**src/ttc_macros.svh**
```systemverilog
// Sizes, channel count and register group offsets
// for the triple timer counter
`ifndef TTC_MACROS_SVH
`define TTC_MACROS_SVH

// Sizes --------------------------------------------
// Timer channels
`define TTC_NUM_TIMERS 3
// Counter, interval and match registers
`define TTC_CNT_W 16
// Clock and counter control registers
`define TTC_CTRL_W 7
// Interrupt status and enable registers
`define TTC_INT_W 6
`define TTC_ADDR_W 8
`define TTC_DATA_W 32

// Group bases, one word per channel at +0, +4, +8 --
`define TTC_OFS_CLK_CTRL 8'h00
`define TTC_OFS_CNTR_CTRL 8'h0C
`define TTC_OFS_COUNTER 8'h18
`define TTC_OFS_INTERVAL 8'h24
`define TTC_OFS_MATCH1 8'h30
`define TTC_OFS_MATCH2 8'h3C
`define TTC_OFS_MATCH3 8'h48
`define TTC_OFS_INTR 8'h54
`define TTC_OFS_INTR_EN 8'h60

`endif

```
**src/ttc_apb_pkg.sv**
```systemverilog
// Bus side: register group codes and the address decoder
`include "ttc_macros.svh"

package ttc_apb_pkg;

   localparam int unsigned GRP_W     = 4;
   localparam int unsigned GRP_BYTES = `TTC_NUM_TIMERS * 4;  // Three words per group

   // Group codes --------------------------------------
   localparam logic [GRP_W-1:0] GRP_NONE      = 4'd0;  // Unmapped, reads 0
   localparam logic [GRP_W-1:0] GRP_CLK_CTRL  = 4'd1;
   localparam logic [GRP_W-1:0] GRP_CNTR_CTRL = 4'd2;
   localparam logic [GRP_W-1:0] GRP_COUNTER   = 4'd3;  // Read only
   localparam logic [GRP_W-1:0] GRP_INTERVAL  = 4'd4;
   localparam logic [GRP_W-1:0] GRP_MATCH1    = 4'd5;
   localparam logic [GRP_W-1:0] GRP_MATCH2    = 4'd6;
   localparam logic [GRP_W-1:0] GRP_MATCH3    = 4'd7;
   localparam logic [GRP_W-1:0] GRP_INTR      = 4'd8;  // Clear on read
   localparam logic [GRP_W-1:0] GRP_INTR_EN   = 4'd9;

   // Base per code, same order as the codes
   localparam logic [`TTC_ADDR_W-1:0] GRP_BASE [1:9] = '{
      `TTC_OFS_CLK_CTRL, `TTC_OFS_CNTR_CTRL, `TTC_OFS_COUNTER,
      `TTC_OFS_INTERVAL, `TTC_OFS_MATCH1, `TTC_OFS_MATCH2,
      `TTC_OFS_MATCH3, `TTC_OFS_INTR, `TTC_OFS_INTR_EN};

   // Address to group code and channel 1..3
   function automatic void ttc_decode_addr(
      input  logic [`TTC_ADDR_W-1:0] addr,
      output logic [GRP_W-1:0]       grp,
      output logic [1:0]             chan
   );
      logic [`TTC_ADDR_W-1:0] rel;
      grp  = GRP_NONE;
      chan = 2'd0;
      for (int g = 1; g <= 9; g++) begin
         rel = addr - GRP_BASE[g];  // Wraps high when below the base
         if (rel < GRP_BYTES && rel[1:0] == 2'b00) begin
            grp  = g[GRP_W-1:0];
            chan = rel[3:2] + 2'd1;
         end
      end
   endfunction

endpackage

```
**src/ttc_timer_pkg.sv**
```systemverilog
// Timer side: control word union and interrupt bit positions
`include "ttc_macros.svh"

package ttc_timer_pkg;

   // One stored control word, decoded as clock or counter control
   typedef union packed {
      struct packed {
         logic       edge_neg;       // Stored only
         logic       src_ext;        // Stored only
         logic [3:0] ps_sel;         // Prescale N
         logic       ps_en;
      } clk;
      struct packed {
         logic wave_pol;             // Stored only
         logic wave_dis;             // Stored only
         logic cnt_reset;            // Self clearing
         logic match_en;
         logic decrement;
         logic interval_mode;
         logic cnt_dis;
      } cntr;
   } ttc_ctrl_word_u;

   localparam ttc_ctrl_word_u CNTR_CTRL_RST = 7'b000_0001;  // Counter held off

   // Interrupt status bits
   localparam int INTR_INTERVAL = 0;
   localparam int INTR_MATCH1   = 1;
   localparam int INTR_MATCH2   = 2;
   localparam int INTR_MATCH3   = 3;
   localparam int INTR_OVERFLOW = 4;
   localparam int INTR_EVENT    = 5;  // No event timer, always 0

endpackage

```
**src/ttc_interface_lite.sv**
```systemverilog
// Bus register interface: address decode, write strobes,
// read mux and read-clear of the interrupt registers
`include "ttc_macros.svh"

module ttc_interface_lite
   import ttc_apb_pkg::*;
(
   input  logic                                        pclk,
   input  logic                                        arst_n,
   input  logic                                        psel,
   input  logic                                        penable,
   input  logic                                        pwrite,
   input  logic [`TTC_ADDR_W-1:0]                      paddr,
   input  logic [`TTC_NUM_TIMERS:1][`TTC_CTRL_W-1:0]   clk_ctrl,
   input  logic [`TTC_NUM_TIMERS:1][`TTC_CTRL_W-1:0]   cntr_ctrl,
   input  logic [`TTC_NUM_TIMERS:1][`TTC_CNT_W-1:0]    counter_val,
   input  logic [`TTC_NUM_TIMERS:1][`TTC_CNT_W-1:0]    interval,
   input  logic [`TTC_NUM_TIMERS:1][`TTC_CNT_W-1:0]    match1,
   input  logic [`TTC_NUM_TIMERS:1][`TTC_CNT_W-1:0]    match2,
   input  logic [`TTC_NUM_TIMERS:1][`TTC_CNT_W-1:0]    match3,
   input  logic [`TTC_NUM_TIMERS:1][`TTC_INT_W-1:0]    intr_status,
   input  logic [`TTC_NUM_TIMERS:1][`TTC_INT_W-1:0]    intr_en,
   output logic [`TTC_DATA_W-1:0]                      prdata,
   output logic [`TTC_NUM_TIMERS:1]                    clk_ctrl_sel,
   output logic [`TTC_NUM_TIMERS:1]                    cntr_ctrl_sel,
   output logic [`TTC_NUM_TIMERS:1]                    interval_sel,
   output logic [`TTC_NUM_TIMERS:1]                    match1_sel,
   output logic [`TTC_NUM_TIMERS:1]                    match2_sel,
   output logic [`TTC_NUM_TIMERS:1]                    match3_sel,
   output logic [`TTC_NUM_TIMERS:1]                    intr_en_sel,
   output logic [`TTC_NUM_TIMERS:1]                    clear_interrupt
);

   logic [GRP_W-1:0]         grp;         // Decoded register group
   logic [1:0]               chan;        // Channel 1..3
   logic [`TTC_NUM_TIMERS:1] chan_hot;    // One-hot channel
   logic                     setup_done;  // Last cycle was a setup phase
   logic                     wr_acc;
   logic                     rd_acc;

   // Decode ------------------------------------------
   always_comb begin
      ttc_decode_addr(paddr, grp, chan);
      chan_hot = '0;
      if (grp != GRP_NONE) begin
         chan_hot[chan] = 1'b1;
      end
   end

   // Access phase only counts after its setup phase
   always_ff @(posedge pclk or negedge arst_n) begin
      if (!arst_n) begin
         setup_done <= 1'b0;
      end else begin
         setup_done <= psel & ~penable;
      end
   end

   assign wr_acc = psel & penable & setup_done & pwrite;
   assign rd_acc = psel & penable & setup_done & ~pwrite;

   // Write strobes, one cycle wide
   assign clk_ctrl_sel  = (wr_acc && grp == GRP_CLK_CTRL)  ? chan_hot : '0;
   assign cntr_ctrl_sel = (wr_acc && grp == GRP_CNTR_CTRL) ? chan_hot : '0;
   assign interval_sel  = (wr_acc && grp == GRP_INTERVAL)  ? chan_hot : '0;
   assign match1_sel    = (wr_acc && grp == GRP_MATCH1)    ? chan_hot : '0;
   assign match2_sel    = (wr_acc && grp == GRP_MATCH2)    ? chan_hot : '0;
   assign match3_sel    = (wr_acc && grp == GRP_MATCH3)    ? chan_hot : '0;
   assign intr_en_sel   = (wr_acc && grp == GRP_INTR_EN)   ? chan_hot : '0;

   // Status clears at the edge ending the read
   assign clear_interrupt = (rd_acc && grp == GRP_INTR) ? chan_hot : '0;

   // Read mux -----------------------------------------
   always_comb begin
      prdata = '0;  // Idle and unmapped read 0
      if (rd_acc) begin
         case (grp)
            GRP_CLK_CTRL:  prdata[`TTC_CTRL_W-1:0] = clk_ctrl[chan];
            GRP_CNTR_CTRL: prdata[`TTC_CTRL_W-1:0] = cntr_ctrl[chan];
            GRP_COUNTER:   prdata[`TTC_CNT_W-1:0]  = counter_val[chan];
            GRP_INTERVAL:  prdata[`TTC_CNT_W-1:0]  = interval[chan];
            GRP_MATCH1:    prdata[`TTC_CNT_W-1:0]  = match1[chan];
            GRP_MATCH2:    prdata[`TTC_CNT_W-1:0]  = match2[chan];
            GRP_MATCH3:    prdata[`TTC_CNT_W-1:0]  = match3[chan];
            GRP_INTR:      prdata[`TTC_INT_W-1:0]  = intr_status[chan];  // Old value
            GRP_INTR_EN:   prdata[`TTC_INT_W-1:0]  = intr_en[chan];
            default:       prdata = '0;
         endcase
      end
   end

endmodule

```
**src/ttc_prescaler.sv**
```systemverilog
// Prescaler: count-enable tick for one timer channel
`include "ttc_macros.svh"

module ttc_prescaler
   import ttc_timer_pkg::*;
(
   input  logic                   pclk,
   input  logic                   arst_n,
   input  logic [`TTC_CTRL_W-1:0] clk_ctrl,
   input  logic                   counter_reset,
   output logic                   tick
);

   ttc_ctrl_word_u ctrl;   // Clock view of the stored word
   logic [16:0]    div_q;  // Free-running divider
   logic [16:0]    mask;   // Low N+1 bits set

   assign ctrl = clk_ctrl;
   assign mask = (17'd2 << ctrl.clk.ps_sel) - 17'd1;

   // One tick per 2**(N+1) cycles, or every cycle when off
   assign tick = ctrl.clk.ps_en ? &(div_q | ~mask) : 1'b1;

   always_ff @(posedge pclk or negedge arst_n) begin
      if (!arst_n) begin
         div_q <= '0;
      end else if (counter_reset) begin
         div_q <= '0;  // Next tick a full period away
      end else begin
         div_q <= div_q + 17'd1;
      end
   end

endmodule

```
**src/ttc_timer_counter_lite.sv**
```systemverilog
// One timer channel: registers, up/down counter,
// match compare and interrupt status
`include "ttc_macros.svh"

module ttc_timer_counter_lite
   import ttc_timer_pkg::*;
(
   input  logic                   pclk,
   input  logic                   arst_n,
   input  logic [`TTC_CNT_W-1:0]  pwdata,
   input  logic                   clk_ctrl_sel,
   input  logic                   cntr_ctrl_sel,
   input  logic                   interval_sel,
   input  logic                   match1_sel,
   input  logic                   match2_sel,
   input  logic                   match3_sel,
   input  logic                   intr_en_sel,
   input  logic                   clear_interrupt,
   output logic [`TTC_CTRL_W-1:0] clk_ctrl,
   output logic [`TTC_CTRL_W-1:0] cntr_ctrl,
   output logic [`TTC_CNT_W-1:0]  counter_val,
   output logic [`TTC_CNT_W-1:0]  interval,
   output logic [`TTC_CNT_W-1:0]  match1,
   output logic [`TTC_CNT_W-1:0]  match2,
   output logic [`TTC_CNT_W-1:0]  match3,
   output logic [`TTC_INT_W-1:0]  intr_status,
   output logic [`TTC_INT_W-1:0]  intr_en,
   output logic                   interrupt
);

   ttc_ctrl_word_u        wr_word;   // Write data, both views
   ttc_ctrl_word_u        cntr_q;    // Counter control
   logic                  tick;
   logic                  step;      // Counter moves this cycle
   logic                  cnt_rst;   // Counter reset write
   logic [`TTC_CNT_W-1:0] cnt_next;
   logic [`TTC_INT_W-1:0] ev;        // Events of this step

   assign wr_word   = pwdata[`TTC_CTRL_W-1:0];
   assign cnt_rst   = cntr_ctrl_sel & wr_word.cntr.cnt_reset;
   assign cntr_ctrl = cntr_q;
   assign step      = tick & ~cntr_q.cntr.cnt_dis & ~cnt_rst;

   ttc_prescaler i_prescaler (
      .pclk          (pclk),
      .arst_n        (arst_n),
      .clk_ctrl      (clk_ctrl),
      .counter_reset (cnt_rst),
      .tick          (tick)
   );

   // Register writes ----------------------------------
   always_ff @(posedge pclk or negedge arst_n) begin
      if (!arst_n) begin
         clk_ctrl <= '0;
         cntr_q   <= CNTR_CTRL_RST;
         interval <= '0;
         match1   <= '0;
         match2   <= '0;
         match3   <= '0;
         intr_en  <= '0;
      end else begin
         if (clk_ctrl_sel) clk_ctrl <= wr_word;
         if (cntr_ctrl_sel) begin
            cntr_q                <= wr_word;
            cntr_q.cntr.cnt_reset <= 1'b0;  // Reads back 0
         end
         if (interval_sel) interval <= pwdata;
         if (match1_sel)   match1   <= pwdata;
         if (match2_sel)   match2   <= pwdata;
         if (match3_sel)   match3   <= pwdata;
         if (intr_en_sel)  intr_en  <= pwdata[`TTC_INT_W-1:0];
      end
   end

   // Next count and events
   always_comb begin
      cnt_next = counter_val;
      ev       = '0;
      if (step) begin
         if (cntr_q.cntr.decrement) begin
            if (cntr_q.cntr.interval_mode && counter_val == '0) begin
               cnt_next           = interval;  // Reload
               ev[INTR_INTERVAL] = 1'b1;
            end else begin
               cnt_next           = counter_val - 1'b1;
               ev[INTR_OVERFLOW] = !cntr_q.cntr.interval_mode && counter_val == '0;
            end
         end else begin
            if (cntr_q.cntr.interval_mode && counter_val == interval) begin
               cnt_next           = '0;  // Wrap at interval
               ev[INTR_INTERVAL] = 1'b1;
            end else begin
               cnt_next           = counter_val + 1'b1;
               ev[INTR_OVERFLOW] = !cntr_q.cntr.interval_mode && &counter_val;
            end
         end
         if (cntr_q.cntr.match_en) begin  // Step onto a match value
            ev[INTR_MATCH1] = cnt_next == match1;
            ev[INTR_MATCH2] = cnt_next == match2;
            ev[INTR_MATCH3] = cnt_next == match3;
         end
      end
      ev[INTR_EVENT] = 1'b0;
   end

   // Counter and status -------------------------------
   always_ff @(posedge pclk or negedge arst_n) begin
      if (!arst_n) begin
         counter_val <= '0;
         intr_status <= '0;
      end else begin
         if (cnt_rst) begin
            counter_val <= wr_word.cntr.decrement ? interval : '0;
         end else begin
            counter_val <= cnt_next;
         end
         // New event wins over read-clear
         intr_status <= (clear_interrupt ? '0 : intr_status) | ev;
      end
   end

   assign interrupt = |(intr_status & intr_en);  // Level, enabled bits only

endmodule

```
**src/ttc_lite.sv**
```systemverilog
// Triple timer counter top: bus interface and three channels
`include "ttc_macros.svh"

module ttc_lite (
   input  logic                       pclk,
   input  logic                       arst_n,
   input  logic                       psel,
   input  logic                       penable,
   input  logic                       pwrite,
   input  logic [`TTC_ADDR_W-1:0]     paddr,
   input  logic [`TTC_DATA_W-1:0]     pwdata,
   output logic [`TTC_DATA_W-1:0]     prdata,
   output logic [`TTC_NUM_TIMERS:1]   interrupt
);

   // Channel registers back to the read mux
   logic [`TTC_NUM_TIMERS:1][`TTC_CTRL_W-1:0] clk_ctrl;
   logic [`TTC_NUM_TIMERS:1][`TTC_CTRL_W-1:0] cntr_ctrl;
   logic [`TTC_NUM_TIMERS:1][`TTC_CNT_W-1:0]  counter_val;
   logic [`TTC_NUM_TIMERS:1][`TTC_CNT_W-1:0]  interval;
   logic [`TTC_NUM_TIMERS:1][`TTC_CNT_W-1:0]  match1;
   logic [`TTC_NUM_TIMERS:1][`TTC_CNT_W-1:0]  match2;
   logic [`TTC_NUM_TIMERS:1][`TTC_CNT_W-1:0]  match3;
   logic [`TTC_NUM_TIMERS:1][`TTC_INT_W-1:0]  intr_status;
   logic [`TTC_NUM_TIMERS:1][`TTC_INT_W-1:0]  intr_en;
   // Strobes, one bit per channel
   logic [`TTC_NUM_TIMERS:1]                  clk_ctrl_sel;
   logic [`TTC_NUM_TIMERS:1]                  cntr_ctrl_sel;
   logic [`TTC_NUM_TIMERS:1]                  interval_sel;
   logic [`TTC_NUM_TIMERS:1]                  match1_sel;
   logic [`TTC_NUM_TIMERS:1]                  match2_sel;
   logic [`TTC_NUM_TIMERS:1]                  match3_sel;
   logic [`TTC_NUM_TIMERS:1]                  intr_en_sel;
   logic [`TTC_NUM_TIMERS:1]                  clear_interrupt;

   ttc_interface_lite i_ttc_interface_lite (.*);

   // Channels ------------------------------------------
   ttc_timer_counter_lite i_timer_1 (
      .pclk, .arst_n, .pwdata(pwdata[`TTC_CNT_W-1:0]),
      .clk_ctrl_sel(clk_ctrl_sel[1]), .cntr_ctrl_sel(cntr_ctrl_sel[1]),
      .interval_sel(interval_sel[1]), .match1_sel(match1_sel[1]),
      .match2_sel(match2_sel[1]), .match3_sel(match3_sel[1]),
      .intr_en_sel(intr_en_sel[1]), .clear_interrupt(clear_interrupt[1]),
      .clk_ctrl(clk_ctrl[1]), .cntr_ctrl(cntr_ctrl[1]), .counter_val(counter_val[1]),
      .interval(interval[1]), .match1(match1[1]), .match2(match2[1]), .match3(match3[1]),
      .intr_status(intr_status[1]), .intr_en(intr_en[1]), .interrupt(interrupt[1])
   );

   ttc_timer_counter_lite i_timer_2 (
      .pclk, .arst_n, .pwdata(pwdata[`TTC_CNT_W-1:0]),
      .clk_ctrl_sel(clk_ctrl_sel[2]), .cntr_ctrl_sel(cntr_ctrl_sel[2]),
      .interval_sel(interval_sel[2]), .match1_sel(match1_sel[2]),
      .match2_sel(match2_sel[2]), .match3_sel(match3_sel[2]),
      .intr_en_sel(intr_en_sel[2]), .clear_interrupt(clear_interrupt[2]),
      .clk_ctrl(clk_ctrl[2]), .cntr_ctrl(cntr_ctrl[2]), .counter_val(counter_val[2]),
      .interval(interval[2]), .match1(match1[2]), .match2(match2[2]), .match3(match3[2]),
      .intr_status(intr_status[2]), .intr_en(intr_en[2]), .interrupt(interrupt[2])
   );

   ttc_timer_counter_lite i_timer_3 (
      .pclk, .arst_n, .pwdata(pwdata[`TTC_CNT_W-1:0]),
      .clk_ctrl_sel(clk_ctrl_sel[3]), .cntr_ctrl_sel(cntr_ctrl_sel[3]),
      .interval_sel(interval_sel[3]), .match1_sel(match1_sel[3]),
      .match2_sel(match2_sel[3]), .match3_sel(match3_sel[3]),
      .intr_en_sel(intr_en_sel[3]), .clear_interrupt(clear_interrupt[3]),
      .clk_ctrl(clk_ctrl[3]), .cntr_ctrl(cntr_ctrl[3]), .counter_val(counter_val[3]),
      .interval(interval[3]), .match1(match1[3]), .match2(match2[3]), .match3(match3[3]),
      .intr_status(intr_status[3]), .intr_en(intr_en[3]), .interrupt(interrupt[3])
   );

endmodule

```
**config.mk**
```make
export PLATFORM = sky130hd
export DESIGN_NAME = ttc_lite
export DESIGN_NICKNAME = d
export VERILOG_FILES = /design/src/ttc_apb_pkg.sv /design/src/ttc_timer_pkg.sv /design/src/ttc_interface_lite.sv /design/src/ttc_prescaler.sv /design/src/ttc_timer_counter_lite.sv /design/src/ttc_lite.sv
export VERILOG_INCLUDE_DIRS = /design/src
export SDC_FILE = /design/constraint.sdc
export NUM_CORES = 1
export LEC_CHECK = 0
export BUFFER_PORTS_ARGS = -buffer_cell sky130_fd_sc_hd__buf_4
export CELL_PAD_IN_SITES_DETAIL_PLACEMENT = 0
export CELL_PAD_IN_SITES_GLOBAL_PLACEMENT = 2
export CORE_MARGIN = 1
export CORE_UTILIZATION = 35
export CTS_CLUSTER_SIZE = 30
export DETAILED_ROUTE_END_ITERATION = 16
export PLACE_DENSITY_LB_ADDON = 0.2
export SYNTH_ARGS = -nofsm -noshare
export SYNTH_HDL_FRONTEND = slang
export SYNTH_SLANG_ARGS = --single-unit
export TNS_END_PERCENT = 1
```
**constraint.sdc**
```tcl
create_clock -name pclk -period 8.4 [get_ports pclk]
set_input_delay 1.68 -clock pclk [delete_from_list [all_inputs] [get_ports pclk]]
set_output_delay 1.68 -clock pclk [all_outputs]
set_load 0.03 [all_outputs]
```
==> impl_metrics.csv <==
group,metric,value,unit
finish,drive_gt1_share,19.6,%
yosys,synth_edf_count,0,
timing,fin_tns_setup,0,ps
drt,viasPerCell,5.92,
yosys,synth_flop_cell,"dfrtp_1",
timing,fmax,127,MHz
timing,finClkSkew,23.4,ps
finish,area.growth.synth_to_final,10.9,%
setup_path,crit_top_cell,"buf_4",
drt,drtAntennaViolNets,0,
setup_path,critPathSlowestCell,"a311oi_2",
finish,final_common_cell,"dfrtp_1",
power_and_ir_drop,power,5580,uW
yosys,async_flop_share,100,%
placed_design,placed_cells,3273,
clock_tree,clk_pin_slew_worst_paths,60,ps
timing,worst_slew_pin_slew,1250,ps
clock_tree,insertion_delay,600,ps
clock_tree,postCtsSetupBuffers,0,
setup_path,worstSetupStartpointType,"primary input",
timing,rsz0062_at_grt,"no",
global_route,grt_first_pass_wirelength,135,mm
setup_path,critPathMaxStageDelay,660,ps
clock_tree,clkSinkCount,361,
floorplan,num_rows,95,
clock_tree,cts_buffers,46,
power_and_ir_drop,p_leak,0.0116,uW
setup_path,worstPathArrival,6190,ps
yosys,synth.avg_cell_area,9.67,um^2
floorplan,ios,80,
placed_design,gp_congestion,0.943,
global_route,grt_max_degree,161,
finish,fillers,6765,
worst_hold_path,min_path_type,"reg2reg",
yosys,postSynthCellCount,2483,
floorplan,die_area,69600,um^2
yosys,synth_seq_cells,361,
placed_design,dp_worst_setup_slack,694,ps
floorplan,fp.coreArea,67500,um^2
clock_tree,clock-root-buffer,"clkbuf_16",
drt,routed_wl,91.2,mm
finish,nNetsFinal,2519,
floorplan,die_x,264,um
global_route,grt-ovfl-total,0,
timing,finalHoldViolCount,0,
finish,instances_no_fill,3360,
drt,dr.pass1.iters,8,
yosys,ys_types,95,
clock_tree,ctsResizeCount,0,
clock_tree,cts_buffer_depth,3,
floorplan,die_h,264,um
global_route,antenna_found_initial,1,
yosys,yosysWarningCount,0,
power_and_ir_drop,powerDensity,209,nW/um^2
clock_tree,htreeDepth,2,
setup_path,critPathRequiredTime,6720,ps
timing,layout_setup_ws,531,ps
timing,setup_viol_count_final,0,
global_route,grt_pass1_vias,19378,
clock_tree,cts_tree,"built",
setup_path,critPathMaxFanout,26,
setup_path,end_kind,"output pin",
drt,wire_per_inst,27.1,um
placed_design,portBuffers,47,
timing,timing.final.crit_share,93.7,%
power_and_ir_drop,irDropWorstVdd,112,uV
timing,slew_violations,0,
yosys,ys_seq_area_share,37.6,%
drt,drt_iter0_markers,1902,
yosys,synth.cell_area,24000,um^2
global_route,grtUsageTotal,26.0,%
clock_tree,cts-hold-fix-buffers,0,
status,status,"finished, final reports clean",
timing,min_period,7870,ps
setup_path,path_cells,"buf_4, inv_1, ha_1, a21boi_0, xnor2_1, nand3_1, a311oi_2, or3_1, nand2_4, buf_4, nand2_1, a21oi_1, a221oi_1, a31oi_1, buf_4, buf_4",
job,maxCapViolCount,0,
finish,final_cell_mix,"358 x dfrtp_1, 235 x mux2_2, 182 x xnor2_1",
floorplan,initial_core_util,35.6,%
drt,num_vias,19895,
drt,drc,0,
placed_design,dp_hpwl,66.8,mm
finish,fin_util,39.4,%
timing,slew_headroom,16.2,%
setup_path,crit_type,"in2out",
final timing paths:
path                                               start                        endpoint  slack, ps  cells after the start
min in group asynchronous                         arst_n  i_timer_1.i_prescaler.div_q[4]       1180                      1
worst min-delay path               i_timer_2.clk_ctrl[5]           i_timer_2.clk_ctrl[5]        510                      1
worst max-delay path                            paddr[5]                       prdata[4]        530                     16
worst min register to register     i_timer_2.clk_ctrl[5]           i_timer_2.clk_ctrl[5]        510                      1
max in group asynchronous                         arst_n          i_timer_3.cntr_ctrl[3]       5760                      2
worst max register to register  i_timer_1.counter_val[0]        i_timer_1.intr_status[1]       3530                     12
final cells by class:
type                    count  area (um^2)  share of cell area, %
inverters                  40          150                  0.564
flip-flops and latches    361         9040                   33.9
clock buffers              61         1320                   4.95
repair buffers            104          838                   3.15
clock inverters            24          302                   1.13
well taps                 873         1090                   4.10
multi-input cells        1895        13900                   52.1
diodes                      2         5.00                 0.0188
where the power goes:
group	internal [uW]	total, uW	leakage, uW	switching (uW)
Combinational	508	1330	0.00585	821
Clock	1290	2130	0.000804	839
Sequential	1840	2120	0.00491	279
per-layer routing:
layer | share of wire, % | GRT usage [%] | up-vias
li1 | - | - | 8944
met1 | 46 | 37.5 | 10145
met2 | 45 | 40.0 | 669
met3 | 5.4 | 2.92 | 137
met4 | 3.4 | 8.97 | 0
met5 | 0 | 0 | -
flip-flops by register name (all words and copies together), names as in the netlist, 16 cells and up:
| signal | flops |
|---|---|
| i_timer_1.match2 | 16 |
| i_timer_3.match2 | 16 |
| i_timer_3.counter_val | 16 |
| i_timer_3.i_prescaler.div_q | 16 |
| i_timer_3.match3 | 16 |
| i_timer_1.match3 | 16 |
| i_timer_3.interval | 16 |
| i_timer_1.counter_val | 16 |
| i_timer_2.i_prescaler.div_q | 16 |
| i_timer_2.interval | 16 |
| i_timer_2.counter_val | 16 |
| i_timer_2.match3 | 16 |
| i_timer_3.match1 | 16 |
| i_timer_2.match1 | 16 |
| i_timer_2.match2 | 16 |
| i_timer_1.match1 | 16 |
| i_timer_1.i_prescaler.div_q | 16 |
| i_timer_1.interval | 16 |
worst max-delay path: cells and delay by family:
family	cells	cell delay, ps
buf+inv	5	1110
fa+ha+maj	1	250
xor+xnor	1	180
compound gates	5	1840
simple gates	4	1080
logic make-up (layout without fill, tap and decap cells):
logic type,Yosys count,count (layout),share of synthesized area (%)
mux,332,332,15.1
fa+ha+maj,26,26,1.36
flops,361,361,37.6
xor+xnor,309,309,11.3
other cells,1,18,0.0156
simple gates,736,736,15.7
buf+inv,242,229,4.93
compound gates,476,476,13.9
cell usage after synthesis (all sizes together), types with 6 or more instances:
| cell | number | share of area, % |
|---|---|---|
| a211oi | 6 | 0.19 |
| a21boi | 6 | 0.19 |
| a21oi | 61 | 1.3 |
| a221oi | 12 | 0.44 |
| a222oi | 13 | 0.54 |
| a22o | 8 | 0.29 |
| a22oi | 31 | 0.97 |
| a31oi | 32 | 0.83 |
| and2 | 22 | 0.57 |
| and3 | 28 | 0.73 |
| and4 | 8 | 0.29 |
| buf | 102 | 2.7 |
| clkbuf | 100 | 1.6 |
| dfrtp | 358 | 37 |
| ha | 26 | 1.4 |
| inv | 39 | 0.61 |
| mux2 | 243 | 11 |
| mux2i | 89 | 3.7 |
| nand2 | 189 | 3.1 |
| nand2b | 7 | 0.18 |
| nand3 | 109 | 2.3 |
| nand3b | 6 | 0.19 |
| nand4 | 50 | 1.3 |
| nor2 | 170 | 2.8 |
| nor2b | 10 | 0.26 |
| nor3 | 59 | 1.4 |
| nor4 | 39 | 1.3 |
| o211ai | 26 | 0.88 |
| o21ai | 119 | 2.5 |
| o22a | 11 | 0.40 |
| o22ai | 27 | 0.70 |
| o2bb2ai | 32 | 1.2 |
| o31ai | 25 | 0.80 |
| o32a | 6 | 0.25 |
| or3 | 14 | 0.36 |
| or4 | 8 | 0.27 |
| xnor2 | 182 | 6.6 |
| xor2 | 127 | 4.6 |
stage by stage:
stage | hold WS (ps) | instance area [um^2]
6_report | 507 | 26600
5_1_grt | 526 | 26600
4_1_cts | 509 | 26600
3_5_place_dp | 495 | 25000
3_3_place_gp | 487 | 25000
2_1_floorplan | 459 | 24100
Note: power is estimated with default switching activity, not from simulation.
